==> config.mk <==
export PLATFORM = sky130hd
export DESIGN_NAME = hilbertTransform
export DESIGN_NICKNAME = d
export VERILOG_FILES = /design/src/flowPkg.sv /design/src/hilbertPkg.sv /design/src/groupDelay.sv /design/src/hilbertTransform.sv /design/src/htCoeffGen.sv /design/src/htControl.sv /design/src/serialFir.sv
export SDC_FILE = /design/constraint.sdc
export NUM_CORES = 2
export LEC_CHECK = 0
export ABC_AREA = 1
export BUFFER_PORTS_ARGS = -buffer_cell sky130_fd_sc_hd__buf_2
export CAP_MARGIN = 20
export CORE_ASPECT_RATIO = 0.8
export CORE_UTILIZATION = 38
export DETAILED_ROUTE_END_ITERATION = 7
export GPL_ROUTABILITY_DRIVEN = 0
export HOLD_SLACK_MARGIN = 0.08
export PLACE_DENSITY = 0.54
export SLEW_MARGIN = 10
export SYNTH_ARGS = -nofsm -noshare
export SYNTH_HDL_FRONTEND = slang
export SYNTH_SLANG_ARGS = --single-unit
==> constraint.sdc <==
create_clock -name clock -period 16.3 [get_ports clock]
set_input_delay 3.26 -clock clock [delete_from_list [all_inputs] [get_ports clock]]
set_output_delay 3.26 -clock clock [all_outputs]
set_load 0.05 [all_outputs]
==> src/flowPkg.sv <==
package flowPkg;

	// Top-level controller states.
	// IDLE waits for enable, LOAD_COEFF streams the kernel into the FIR,
	// RUN moves samples and FLUSH clears the tap lines before going idle.
	typedef enum logic [1:0] {
		IDLE,
		LOAD_COEFF,
		RUN,
		FLUSH
	} ctrlState;

	// Phases of a four-phase req/ack handshake, seen from the DUT side.
	// REQ_WAIT is the quiet phase, ACK_HIGH holds the acknowledge (or the request).
	// REQ_LOW waits for the far side to finish the return to zero.
	typedef enum logic [1:0] {
		REQ_WAIT,
		ACK_HIGH,
		REQ_LOW
	} hsPhase;

endpackage

==> src/hilbertPkg.sv <==
package hilbertPkg;

	// Number of fractional bits in every Hilbert coefficient.
	// Both outputs carry the same binary point.
	localparam int COEFF_FRAC = 15;

	// Default width of one signed input sample.
	localparam int SAMPLE_WIDTH = 18;

	// Pi, used only while the coefficient table is built at elaboration.
	localparam real PI = 3.14159265358979323846;

	// One signed input sample at the default width.
	typedef logic signed [SAMPLE_WIDTH-1:0] sampleT;

	// Width of the real and imaginary outputs.
	// It is the full width of a sample times coefficient product.
	function automatic int accWidth(input int dataWidth);
		return 2 * dataWidth;
	endfunction

	// Ideal Hilbert kernel, tap by tap, in fixed point with COEFF_FRAC fraction bits.
	// The centre of the odd-length kernel sits at tap (length-1)/2.
	// Even offsets from the centre, the centre included, are zero.
	function automatic int htCoeff(input int tap, input int length);
		int k;
		real scaled;
		k = tap - (length - 1) / 2;
		if (k % 2 == 0) begin
			return 0;
		end
		scaled = (2.0 ** COEFF_FRAC) * 2.0 / (PI * k);
		// Round half away from zero, since $rtoi truncates toward zero.
		if (scaled >= 0.0) begin
			return $rtoi(scaled + 0.5);
		end
		return $rtoi(scaled - 0.5);
	endfunction

endpackage

==> src/groupDelay.sv <==
module groupDelay import hilbertPkg::*; #(
	parameter int LENGTH = 27,
	parameter int DATA_WIDTH = 18
) (
	input logic clock,
	input logic rstN,
	input logic sampleStart,
	input logic signed [DATA_WIDTH-1:0] sampleIn,
	input logic clearTaps,
	output logic signed [accWidth(DATA_WIDTH)-1:0] delayedOut
);

	// Group delay of the odd-length Hilbert FIR, in samples.
	localparam int DELAY = (LENGTH - 1) / 2;
	localparam int AW = accWidth(DATA_WIDTH);

	// delayLine[i] is the sample taken i samples ago.
	logic signed [DATA_WIDTH-1:0] delayLine [DELAY + 1];

	// Oldest sample, sign-extended to the output width.
	logic signed [AW-1:0] extended;

	// The line counts samples, not clock cycles, so it moves only on sampleStart.
	always_ff @(posedge clock) begin
		if (!rstN || clearTaps) begin
			for (int i = 0; i <= DELAY; i++) begin
				delayLine[i] <= '0;
			end
		end else if (sampleStart) begin
			delayLine[0] <= sampleIn;
			for (int i = 1; i <= DELAY; i++) begin
				delayLine[i] <= delayLine[i - 1];
			end
		end
	end

	assign extended = {{(AW - DATA_WIDTH){delayLine[DELAY][DATA_WIDTH-1]}}, delayLine[DELAY]};

	// Move the binary point to COEFF_FRAC so the real part lines up with the FIR sum.
	// It is valid the cycle after sampleStart and holds until the next sample.
	assign delayedOut = extended <<< COEFF_FRAC;

endmodule

==> src/hilbertTransform.sv <==
module hilbertTransform import hilbertPkg::*; #(
	parameter int LENGTH = 27,
	parameter int DATA_WIDTH = $bits(sampleT)
) (
	input logic clock,
	input logic rstN,
	input logic enable,
	input logic stop,
	input logic inReq,
	input logic signed [DATA_WIDTH-1:0] inData,
	input logic outAck,
	output logic inAck,
	output logic outReq,
	output logic signed [accWidth(DATA_WIDTH)-1:0] outRe,
	output logic signed [accWidth(DATA_WIDTH)-1:0] outIm,
	output logic ready
);

	localparam int AW = accWidth(DATA_WIDTH);

	// Coefficient stream from the generator to the FIR.
	logic coeffLoad;
	logic coeffValid;
	logic coeffDone;
	logic signed [DATA_WIDTH-1:0] coeffValue;

	// Per-sample strobes and data shared by the FIR and the real-path delay.
	logic sampleStart;
	logic signed [DATA_WIDTH-1:0] sampleIn;
	logic clearTaps;

	// Results returning to the controller.
	logic firDone;
	logic signed [AW-1:0] firOut;
	logic signed [AW-1:0] delayedOut;

	htControl #(
		.LENGTH(LENGTH),
		.DATA_WIDTH(DATA_WIDTH)
	) u_control (
		.clock(clock),
		.rstN(rstN),
		.enable(enable),
		.stop(stop),
		.inReq(inReq),
		.inData(inData),
		.outAck(outAck),
		.coeffDone(coeffDone),
		.firDone(firDone),
		.firOut(firOut),
		.delayedOut(delayedOut),
		.inAck(inAck),
		.outReq(outReq),
		.outRe(outRe),
		.outIm(outIm),
		.ready(ready),
		.coeffLoad(coeffLoad),
		.sampleStart(sampleStart),
		.sampleIn(sampleIn),
		.clearTaps(clearTaps)
	);

	htCoeffGen #(
		.LENGTH(LENGTH),
		.DATA_WIDTH(DATA_WIDTH)
	) u_coeffGen (
		.clock(clock),
		.rstN(rstN),
		.coeffLoad(coeffLoad),
		.coeffValid(coeffValid),
		.coeffOut(coeffValue),
		.coeffDone(coeffDone)
	);

	// Imaginary path: the Hilbert FIR.
	serialFir #(
		.LENGTH(LENGTH),
		.DATA_WIDTH(DATA_WIDTH)
	) u_fir (
		.clock(clock),
		.rstN(rstN),
		.coeffValid(coeffValid),
		.coeffIn(coeffValue),
		.sampleStart(sampleStart),
		.sampleIn(sampleIn),
		.clearTaps(clearTaps),
		.firDone(firDone),
		.firOut(firOut)
	);

	// Real path: the same samples, delayed to match the FIR centre tap.
	groupDelay #(
		.LENGTH(LENGTH),
		.DATA_WIDTH(DATA_WIDTH)
	) u_delay (
		.clock(clock),
		.rstN(rstN),
		.sampleStart(sampleStart),
		.sampleIn(sampleIn),
		.clearTaps(clearTaps),
		.delayedOut(delayedOut)
	);

endmodule

==> src/htCoeffGen.sv <==
module htCoeffGen import hilbertPkg::*; #(
	parameter int LENGTH = 27,
	parameter int DATA_WIDTH = 18
) (
	input logic clock,
	input logic rstN,
	input logic coeffLoad,
	output logic coeffValid,
	output logic signed [DATA_WIDTH-1:0] coeffOut,
	output logic coeffDone
);

	localparam int CW = $clog2(LENGTH);

	// The kernel is a constant table, built once at elaboration.
	logic signed [DATA_WIDTH-1:0] coeffTable [LENGTH];

	// Index of the coefficient presented in the current cycle.
	logic [CW-1:0] tapCount;

	for (genvar i = 0; i < LENGTH; i++) begin : gTable
		localparam int COEFF = htCoeff(i, LENGTH);
		assign coeffTable[i] = COEFF[DATA_WIDTH-1:0];
	end

	// The FIR shifts this value in whenever coeffValid is high.
	assign coeffOut = coeffTable[tapCount];

	// A load request starts a run of LENGTH valid cycles in index order.
	// The cycle after the last coefficient carries a single coeffDone.
	always_ff @(posedge clock) begin
		if (!rstN) begin
			coeffValid <= 1'b0;
			coeffDone <= 1'b0;
			tapCount <= '0;
		end else begin
			coeffDone <= 1'b0;
			if (coeffLoad) begin
				coeffValid <= 1'b1;
				tapCount <= '0;
			end else if (coeffValid) begin
				if (tapCount == CW'(LENGTH - 1)) begin
					coeffValid <= 1'b0;
					coeffDone <= 1'b1;
					tapCount <= '0;
				end else begin
					tapCount <= tapCount + 1'b1;
				end
			end
		end
	end

	// The controller asks for a new load only once the previous stream has ended.
	loadWhileIdle: assert property (@(posedge clock) disable iff (!rstN)
		coeffLoad |-> !coeffValid && !coeffDone);

endmodule

==> src/htControl.sv <==
module htControl import hilbertPkg::*, flowPkg::*; #(
	parameter int LENGTH = 27,
	parameter int DATA_WIDTH = 18
) (
	input logic clock,
	input logic rstN,
	input logic enable,
	input logic stop,
	input logic inReq,
	input logic signed [DATA_WIDTH-1:0] inData,
	input logic outAck,
	input logic coeffDone,
	input logic firDone,
	input logic signed [accWidth(DATA_WIDTH)-1:0] firOut,
	input logic signed [accWidth(DATA_WIDTH)-1:0] delayedOut,
	output logic inAck,
	output logic outReq,
	output logic signed [accWidth(DATA_WIDTH)-1:0] outRe,
	output logic signed [accWidth(DATA_WIDTH)-1:0] outIm,
	output logic ready,
	output logic coeffLoad,
	output logic sampleStart,
	output logic signed [DATA_WIDTH-1:0] sampleIn,
	output logic clearTaps
);

	ctrlState state;
	hsPhase inPhase;
	hsPhase outPhase;

	// High from sampleStart until the sink has finished taking the result.
	logic inFlight;
	logic outIdle;
	logic acceptSample;
	logic stopNow;

	// The output channel is idle only when both wires are back to zero.
	assign outIdle = (outPhase == REQ_WAIT) && !outReq && !outAck;

	// Only one sample is in flight at a time.
	// A pending stop blocks new samples so the path drains first.
	assign acceptSample = (state == RUN) && (inPhase == REQ_WAIT) && inReq
		&& !inFlight && outIdle && !stop;

	assign stopNow = (state == RUN) && stop && !inFlight && (inPhase == REQ_WAIT);

	assign ready = (state == RUN);

	always_ff @(posedge clock) begin
		if (!rstN) begin
			state <= IDLE;
			inPhase <= REQ_WAIT;
			outPhase <= REQ_WAIT;
			inAck <= 1'b0;
			outReq <= 1'b0;
			inFlight <= 1'b0;
			coeffLoad <= 1'b0;
			sampleStart <= 1'b0;
			clearTaps <= 1'b0;
		end else begin
			// Strobes last a single cycle unless set again below.
			coeffLoad <= 1'b0;
			sampleStart <= 1'b0;
			clearTaps <= 1'b0;

			// Main sequence: load the kernel, run, then flush on stop.
			case (state)
				IDLE: begin
					if (enable && !stop) begin
						state <= LOAD_COEFF;
						coeffLoad <= 1'b1;
					end
				end
				LOAD_COEFF: begin
					if (coeffDone) begin
						state <= RUN;
					end
				end
				RUN: begin
					if (stopNow) begin
						state <= FLUSH;
						clearTaps <= 1'b1;
					end
				end
				FLUSH: begin
					state <= IDLE;
				end
				default: begin
					state <= IDLE;
				end
			endcase

			// Input channel. The acknowledge starts the sample through both stages.
			case (inPhase)
				REQ_WAIT: begin
					if (acceptSample) begin
						inAck <= 1'b1;
						sampleStart <= 1'b1;
						inFlight <= 1'b1;
						inPhase <= ACK_HIGH;
					end
				end
				ACK_HIGH: begin
					if (!inReq) begin
						inAck <= 1'b0;
						inPhase <= REQ_WAIT;
					end
				end
				default: begin
					inAck <= 1'b0;
					inPhase <= REQ_WAIT;
				end
			endcase

			// Output channel. The sample leaves flight once outAck has returned low.
			case (outPhase)
				REQ_WAIT: begin
					if (firDone) begin
						outReq <= 1'b1;
						outPhase <= ACK_HIGH;
					end
				end
				ACK_HIGH: begin
					if (outAck) begin
						outReq <= 1'b0;
						outPhase <= REQ_LOW;
					end
				end
				REQ_LOW: begin
					if (!outAck) begin
						inFlight <= 1'b0;
						outPhase <= REQ_WAIT;
					end
				end
				default: begin
					outReq <= 1'b0;
					outPhase <= REQ_WAIT;
				end
			endcase
		end
	end

	// Payload registers. The result is held for as long as outReq stays high.
	always_ff @(posedge clock) begin
		if (acceptSample) begin
			sampleIn <= inData;
		end
		if ((outPhase == REQ_WAIT) && firDone) begin
			outRe <= delayedOut;
			outIm <= firOut;
		end
	end

	// A new sample is acknowledged only on a live request and an idle output side.
	inAckOnReq: assert property (@(posedge clock) disable iff (!rstN)
		$rose(inAck) |-> $past(inReq && !outReq && !outAck));

	// The result is offered until the sink takes it.
	outReqHeld: assert property (@(posedge clock) disable iff (!rstN)
		outReq && !outAck |=> outReq);

	// The FIR result comes back a fixed LENGTH+1 cycles after the sample went in.
	firLatency: assert property (@(posedge clock) disable iff (!rstN)
		firDone |-> $past(sampleStart, LENGTH + 1));

endmodule

==> src/serialFir.sv <==
module serialFir import hilbertPkg::*; #(
	parameter int LENGTH = 27,
	parameter int DATA_WIDTH = 18
) (
	input logic clock,
	input logic rstN,
	input logic coeffValid,
	input logic signed [DATA_WIDTH-1:0] coeffIn,
	input logic sampleStart,
	input logic signed [DATA_WIDTH-1:0] sampleIn,
	input logic clearTaps,
	output logic firDone,
	output logic signed [accWidth(DATA_WIDTH)-1:0] firOut
);

	localparam int AW = accWidth(DATA_WIDTH);
	localparam int IW = $clog2(LENGTH);

	// coeffReg[i] holds kernel tap i once a full load has shifted through.
	logic signed [DATA_WIDTH-1:0] coeffReg [LENGTH];

	// tapReg[i] holds the sample taken i samples ago.
	logic signed [DATA_WIDTH-1:0] tapReg [LENGTH];

	// Accumulation state. One product is added per cycle while busy.
	logic busy;
	logic [IW-1:0] macIndex;
	logic signed [AW-1:0] acc;
	logic signed [AW-1:0] product;

	// Coefficients arrive in index order and enter at the top.
	// After LENGTH shifts the first one has reached position zero.
	always_ff @(posedge clock) begin
		if (coeffValid) begin
			for (int i = 0; i < LENGTH - 1; i++) begin
				coeffReg[i] <= coeffReg[i + 1];
			end
			coeffReg[LENGTH - 1] <= coeffIn;
		end
	end

	// The data line moves one place per accepted sample.
	// Both reset and a flush leave it at zero, which matches an empty history.
	always_ff @(posedge clock) begin
		if (!rstN || clearTaps) begin
			for (int i = 0; i < LENGTH; i++) begin
				tapReg[i] <= '0;
			end
		end else if (sampleStart) begin
			tapReg[0] <= sampleIn;
			for (int i = 1; i < LENGTH; i++) begin
				tapReg[i] <= tapReg[i - 1];
			end
		end
	end

	// Full-width signed product of one coefficient and its tap.
	assign product = coeffReg[macIndex] * tapReg[macIndex];

	// Sequencing of the serial MAC.
	// The last product lands together with firDone, LENGTH+1 cycles after sampleStart.
	always_ff @(posedge clock) begin
		if (!rstN) begin
			busy <= 1'b0;
			macIndex <= '0;
			firDone <= 1'b0;
		end else begin
			firDone <= 1'b0;
			if (sampleStart) begin
				busy <= 1'b1;
				macIndex <= '0;
			end else if (busy) begin
				if (macIndex == IW'(LENGTH - 1)) begin
					busy <= 1'b0;
					firDone <= 1'b1;
				end else begin
					macIndex <= macIndex + 1'b1;
				end
			end
		end
	end

	// The accumulator wraps at AW bits.
	// Stimulus amplitude is kept small enough that it never does.
	always_ff @(posedge clock) begin
		if (sampleStart) begin
			acc <= '0;
		end else if (busy) begin
			acc <= acc + product;
		end
	end

	// The sum stays put after firDone until the next sample starts.
	assign firOut = acc;

	// A new sample would corrupt the running sum.
	noStartWhileBusy: assert property (@(posedge clock) disable iff (!rstN)
		sampleStart |-> !busy);

endmodule

==> results.yml <==
clock_network:
  cts_tree: "yes"
  cts_max_level: 3
  path_clk_slew_ns: 0.06
  clock_sink_count: 1073
  cts_setup_buffers: 0
  numCtsBuffers: 109
  clock_latency_ns: 0.73
  ctsResizeCount: 0
  cts_root_buf: "clkbuf_16"
  ctsHoldBuffers: 0
  cts_buffer_depth: 3
logic_synthesis:
  ys_seq_area_frac: 0.5362
  synthesis.area_sq_um: 58880
  syn_avg_cell_area_sq_um: 10.13
  synth_edf_count: 1008
  synth_largest_area_cell: "edfxtp_1"
  yosys_warnings: 0
  synth.area.top_cells: "edfxtp_1, fa_1, inv_1, nor2_1, nand2_1"
  yosysUniqueCellTypes: 48
  ys_seq_elements: 1073
  synth_top_cell_area_share: 0.5141
  synth_ff_type: "edfxtp_1"
  syn_inst: 5811
  async_reset_ff_frac: 0
worst_setup_path:
  worst_path_largest_cell_delay_ns: 0.68
  crit_arrival_ns: 10.60
  reg2regPathDepth: 35
  crit_fanout: 66
  endpoint_kind: "flop"
  critPathRequiredTime_ns: 16.93
  start_kind: "flop"
  critPathKind: "flop to flop"
  crit_slowest_cell: "buf_4"
  rrSetupSlack_ns: 6.33
  reg2reg_to: "u_fir.firOut[27]$_SDFFE_PP0P_"
  crit_path_frequent_cell: "nand2_1"
floorplanning:
  core-area_sq_um: 152900
  dieArea_sq_um: 156500
  start_util: 0.3850
  boundaryPins: 99
  die-height_um: 354.1
  rows: 128
  die_width_um: 442.1
routing:
  wl_per_cell_um: 18.10
  viasPerCell: 4.946
  vias: 38911
  firstDrtPassIters: 6
  drc: 0
  postRouteAntennaNets: 0
  routed_wl_mm: 142.4
  first_iter_violations: 4241
sta:
  slew_headroom: 0.2434
  hold_viol: 0
  drv_slew: 0
  timing.final.crit_share: 0.6116
  setup_viol: 0
  rsz0062_at_grt: "false"
  clock.fmax_ghz: 0.1003
  finClkSkew_ns: 0.02771
  min_period_ns: 9.969
  finalSetupTns_ns: 0
  worst_pin_slew_ns: 1.131
min_path:
  holdPathEnd: "u_control.outRe[29]$_DFFE_PP_"
  worstHoldStart: "u_delay.delayLine[13][14]$_SDFFCE_PP0P_"
  min_path_type: "flop to flop"
  hold_depth: 0
finish:
  final_layout_size_suffix_gt1_frac: 0.05981
  syn_to_final_growth_pct: 8.916
  nets: 6259
  n_antenna_cell: 0
placement:
  dp_hpwl_mm: 92.34
  portBuffers: 83
grt:
  grt.total_usage: 0.1831
  grt_max_degree: 192
  grt_pass1_wl_mm: 223.9
  antenna_found_initial: 2
  gr-total-overflow: 0
  first_global_vias: 37863
run_status:
  outcome: "completed"
flow_run:
  cap_violations: 0
-- layout by cell type, fill, tap and decap left out, types with 19 or more instances in the layout --
master	Yosys	routed
inv_1	1122	1119
a21oi_1	324	324
clkinv_1	1	31
o21ai_1	33	33
ha_1	122	122
edfxtp_1	1008	1008
nor2_1	1004	1004
fa_1	341	341
nand3_1	272	272
clkbuf_16	0	111
a211oi_1	19	19
o211ai_1	81	81
clkinv_2	0	19
nand2_1	599	597
buf_4	55	49
o21ai_0	394	394
dfxtp_1	65	59
buf_2	79	83
-- stage by stage --
stage	cell area, sq um	hold slack, ns	util	std cells	setup WS (ns)
finish	64130	0.4168	0.4193	7867	6.331
global route	64130	0.4263	0.4193	7867	5.618
CTS	64090	0.4204	0.4190	7864	6.342
detailed placement	60700	0.4056	0.3969	7673	6.362
global placement	60690	0.4015	0.3968	7672	6.360
floorplan	58940	0.4003	-	5825	5.540
-- critical path, delay by kind of cell, from the launching register on --
kind	cells	cell delay, ns
and+or+nand+nor	13	2.19
adders and majority gates	8	3.58
buffers and inverters	10	2.52
AOI/OAI and AO/OA	4	0.87
DFF	1	0.62
-- metal layers --
| metal | global-route usage | vias to the layer above | part of all wire | wire length [um] |
|---|---|---|---|---|
| met5 | 0 | - | 0 | 0 |
| met4 | 0.04244 | 0 | 0.020 | 2793 |
| met3 | 0.03936 | 165 | 0.080 | 11350 |
| met2 | 0.2524 | 1199 | 0.40 | 57590 |
| met1 | 0.2890 | 18988 | 0.50 | 70660 |
| li1 | - | 18559 | - | - |
-- flip-flops by register name, indices dropped and copies added, names as in the netlist, 2 cells and up, named ones only --
name / cells
u_control.outRe: 18
u_control.state: 2
u_fir.macIndex: 5
u_fir.coeffReg: 378
u_coeffGen.tapCount: 5
u_fir.firOut: 36
u_control.outIm: 36
u_control.outPhase: 2
u_control.sampleIn: 18
u_fir.tapReg: 469
u_delay.delayLine: 89
-- worst max-delay path by stage --
stage / from / to / slack, ns / cells after the start
after global routing: flop / u_fir.firOut[23]$_SDFFE_PP0P_ / 5.62 / 30
final: flop / u_fir.firOut[27]$_SDFFE_PP0P_ / 6.33 / 35
after detailed placement: flop / u_fir.firOut[27]$_SDFFE_PP0P_ / 6.36 / 32
after CTS: flop / u_fir.firOut[27]$_SDFFE_PP0P_ / 6.34 / 32
after global placement: flop / u_fir.firOut[27]$_SDFFE_PP0P_ / 6.36 / 32
after floorplan: rstN / u_delay.delayLine[10][0]$_SDFFCE_PP0P_ / 5.54 / 3
-- cell type report --
cell class,count,area [sq um]
Timing Repair Buffer,140,942.2
Inverter,1137,4294
Clock inverter,69,571.8
Multi-Input combinational cell,3311,21390
Tap cell,2015,2521
Fill cell,14733,88810
Clock buffer,122,2819
Sequential cell,1073,31590
-- cells in the mapped netlist, types with 9 or more instances --
library cell	number
inv_1	1122
edfxtp_1	1008
nor2_1	1004
nand2_1	599
o21ai_0	394
fa_1	341
a21oi_1	324
nand3_1	272
ha_1	122
clkbuf_1	107
o211ai_1	81
buf_2	79
dfxtp_1	65
buf_4	55
buf_6	33
o21ai_1	33
buf_1	27
a211oi_1	19
xor2_1	14
inv_2	13
mux2i_4	13
nor3_1	13
mux2i_1	10
nand4_1	9
-- cell families after synthesis --
| group | count (synthesis) | share of synthesized area |
|---|---|---|
| and+or+nand+nor | 1910 | 0.1288 |
| buffers and inverters | 1441 | 0.1020 |
| DFF | 1073 | 0.5362 |
| AOI/OAI and AO/OA | 878 | 0.08062 |
| adders and majority gates | 463 | 0.1419 |
| muxes | 30 | 0.008308 |
| xor gates and xnor gates | 15 | 0.002231 |
| other | 1 | 0.00006369 |
Power is left out: the tool's default activity adds up to more than one toggle a clock period on the data nets, which glitch-free logic cannot reach.
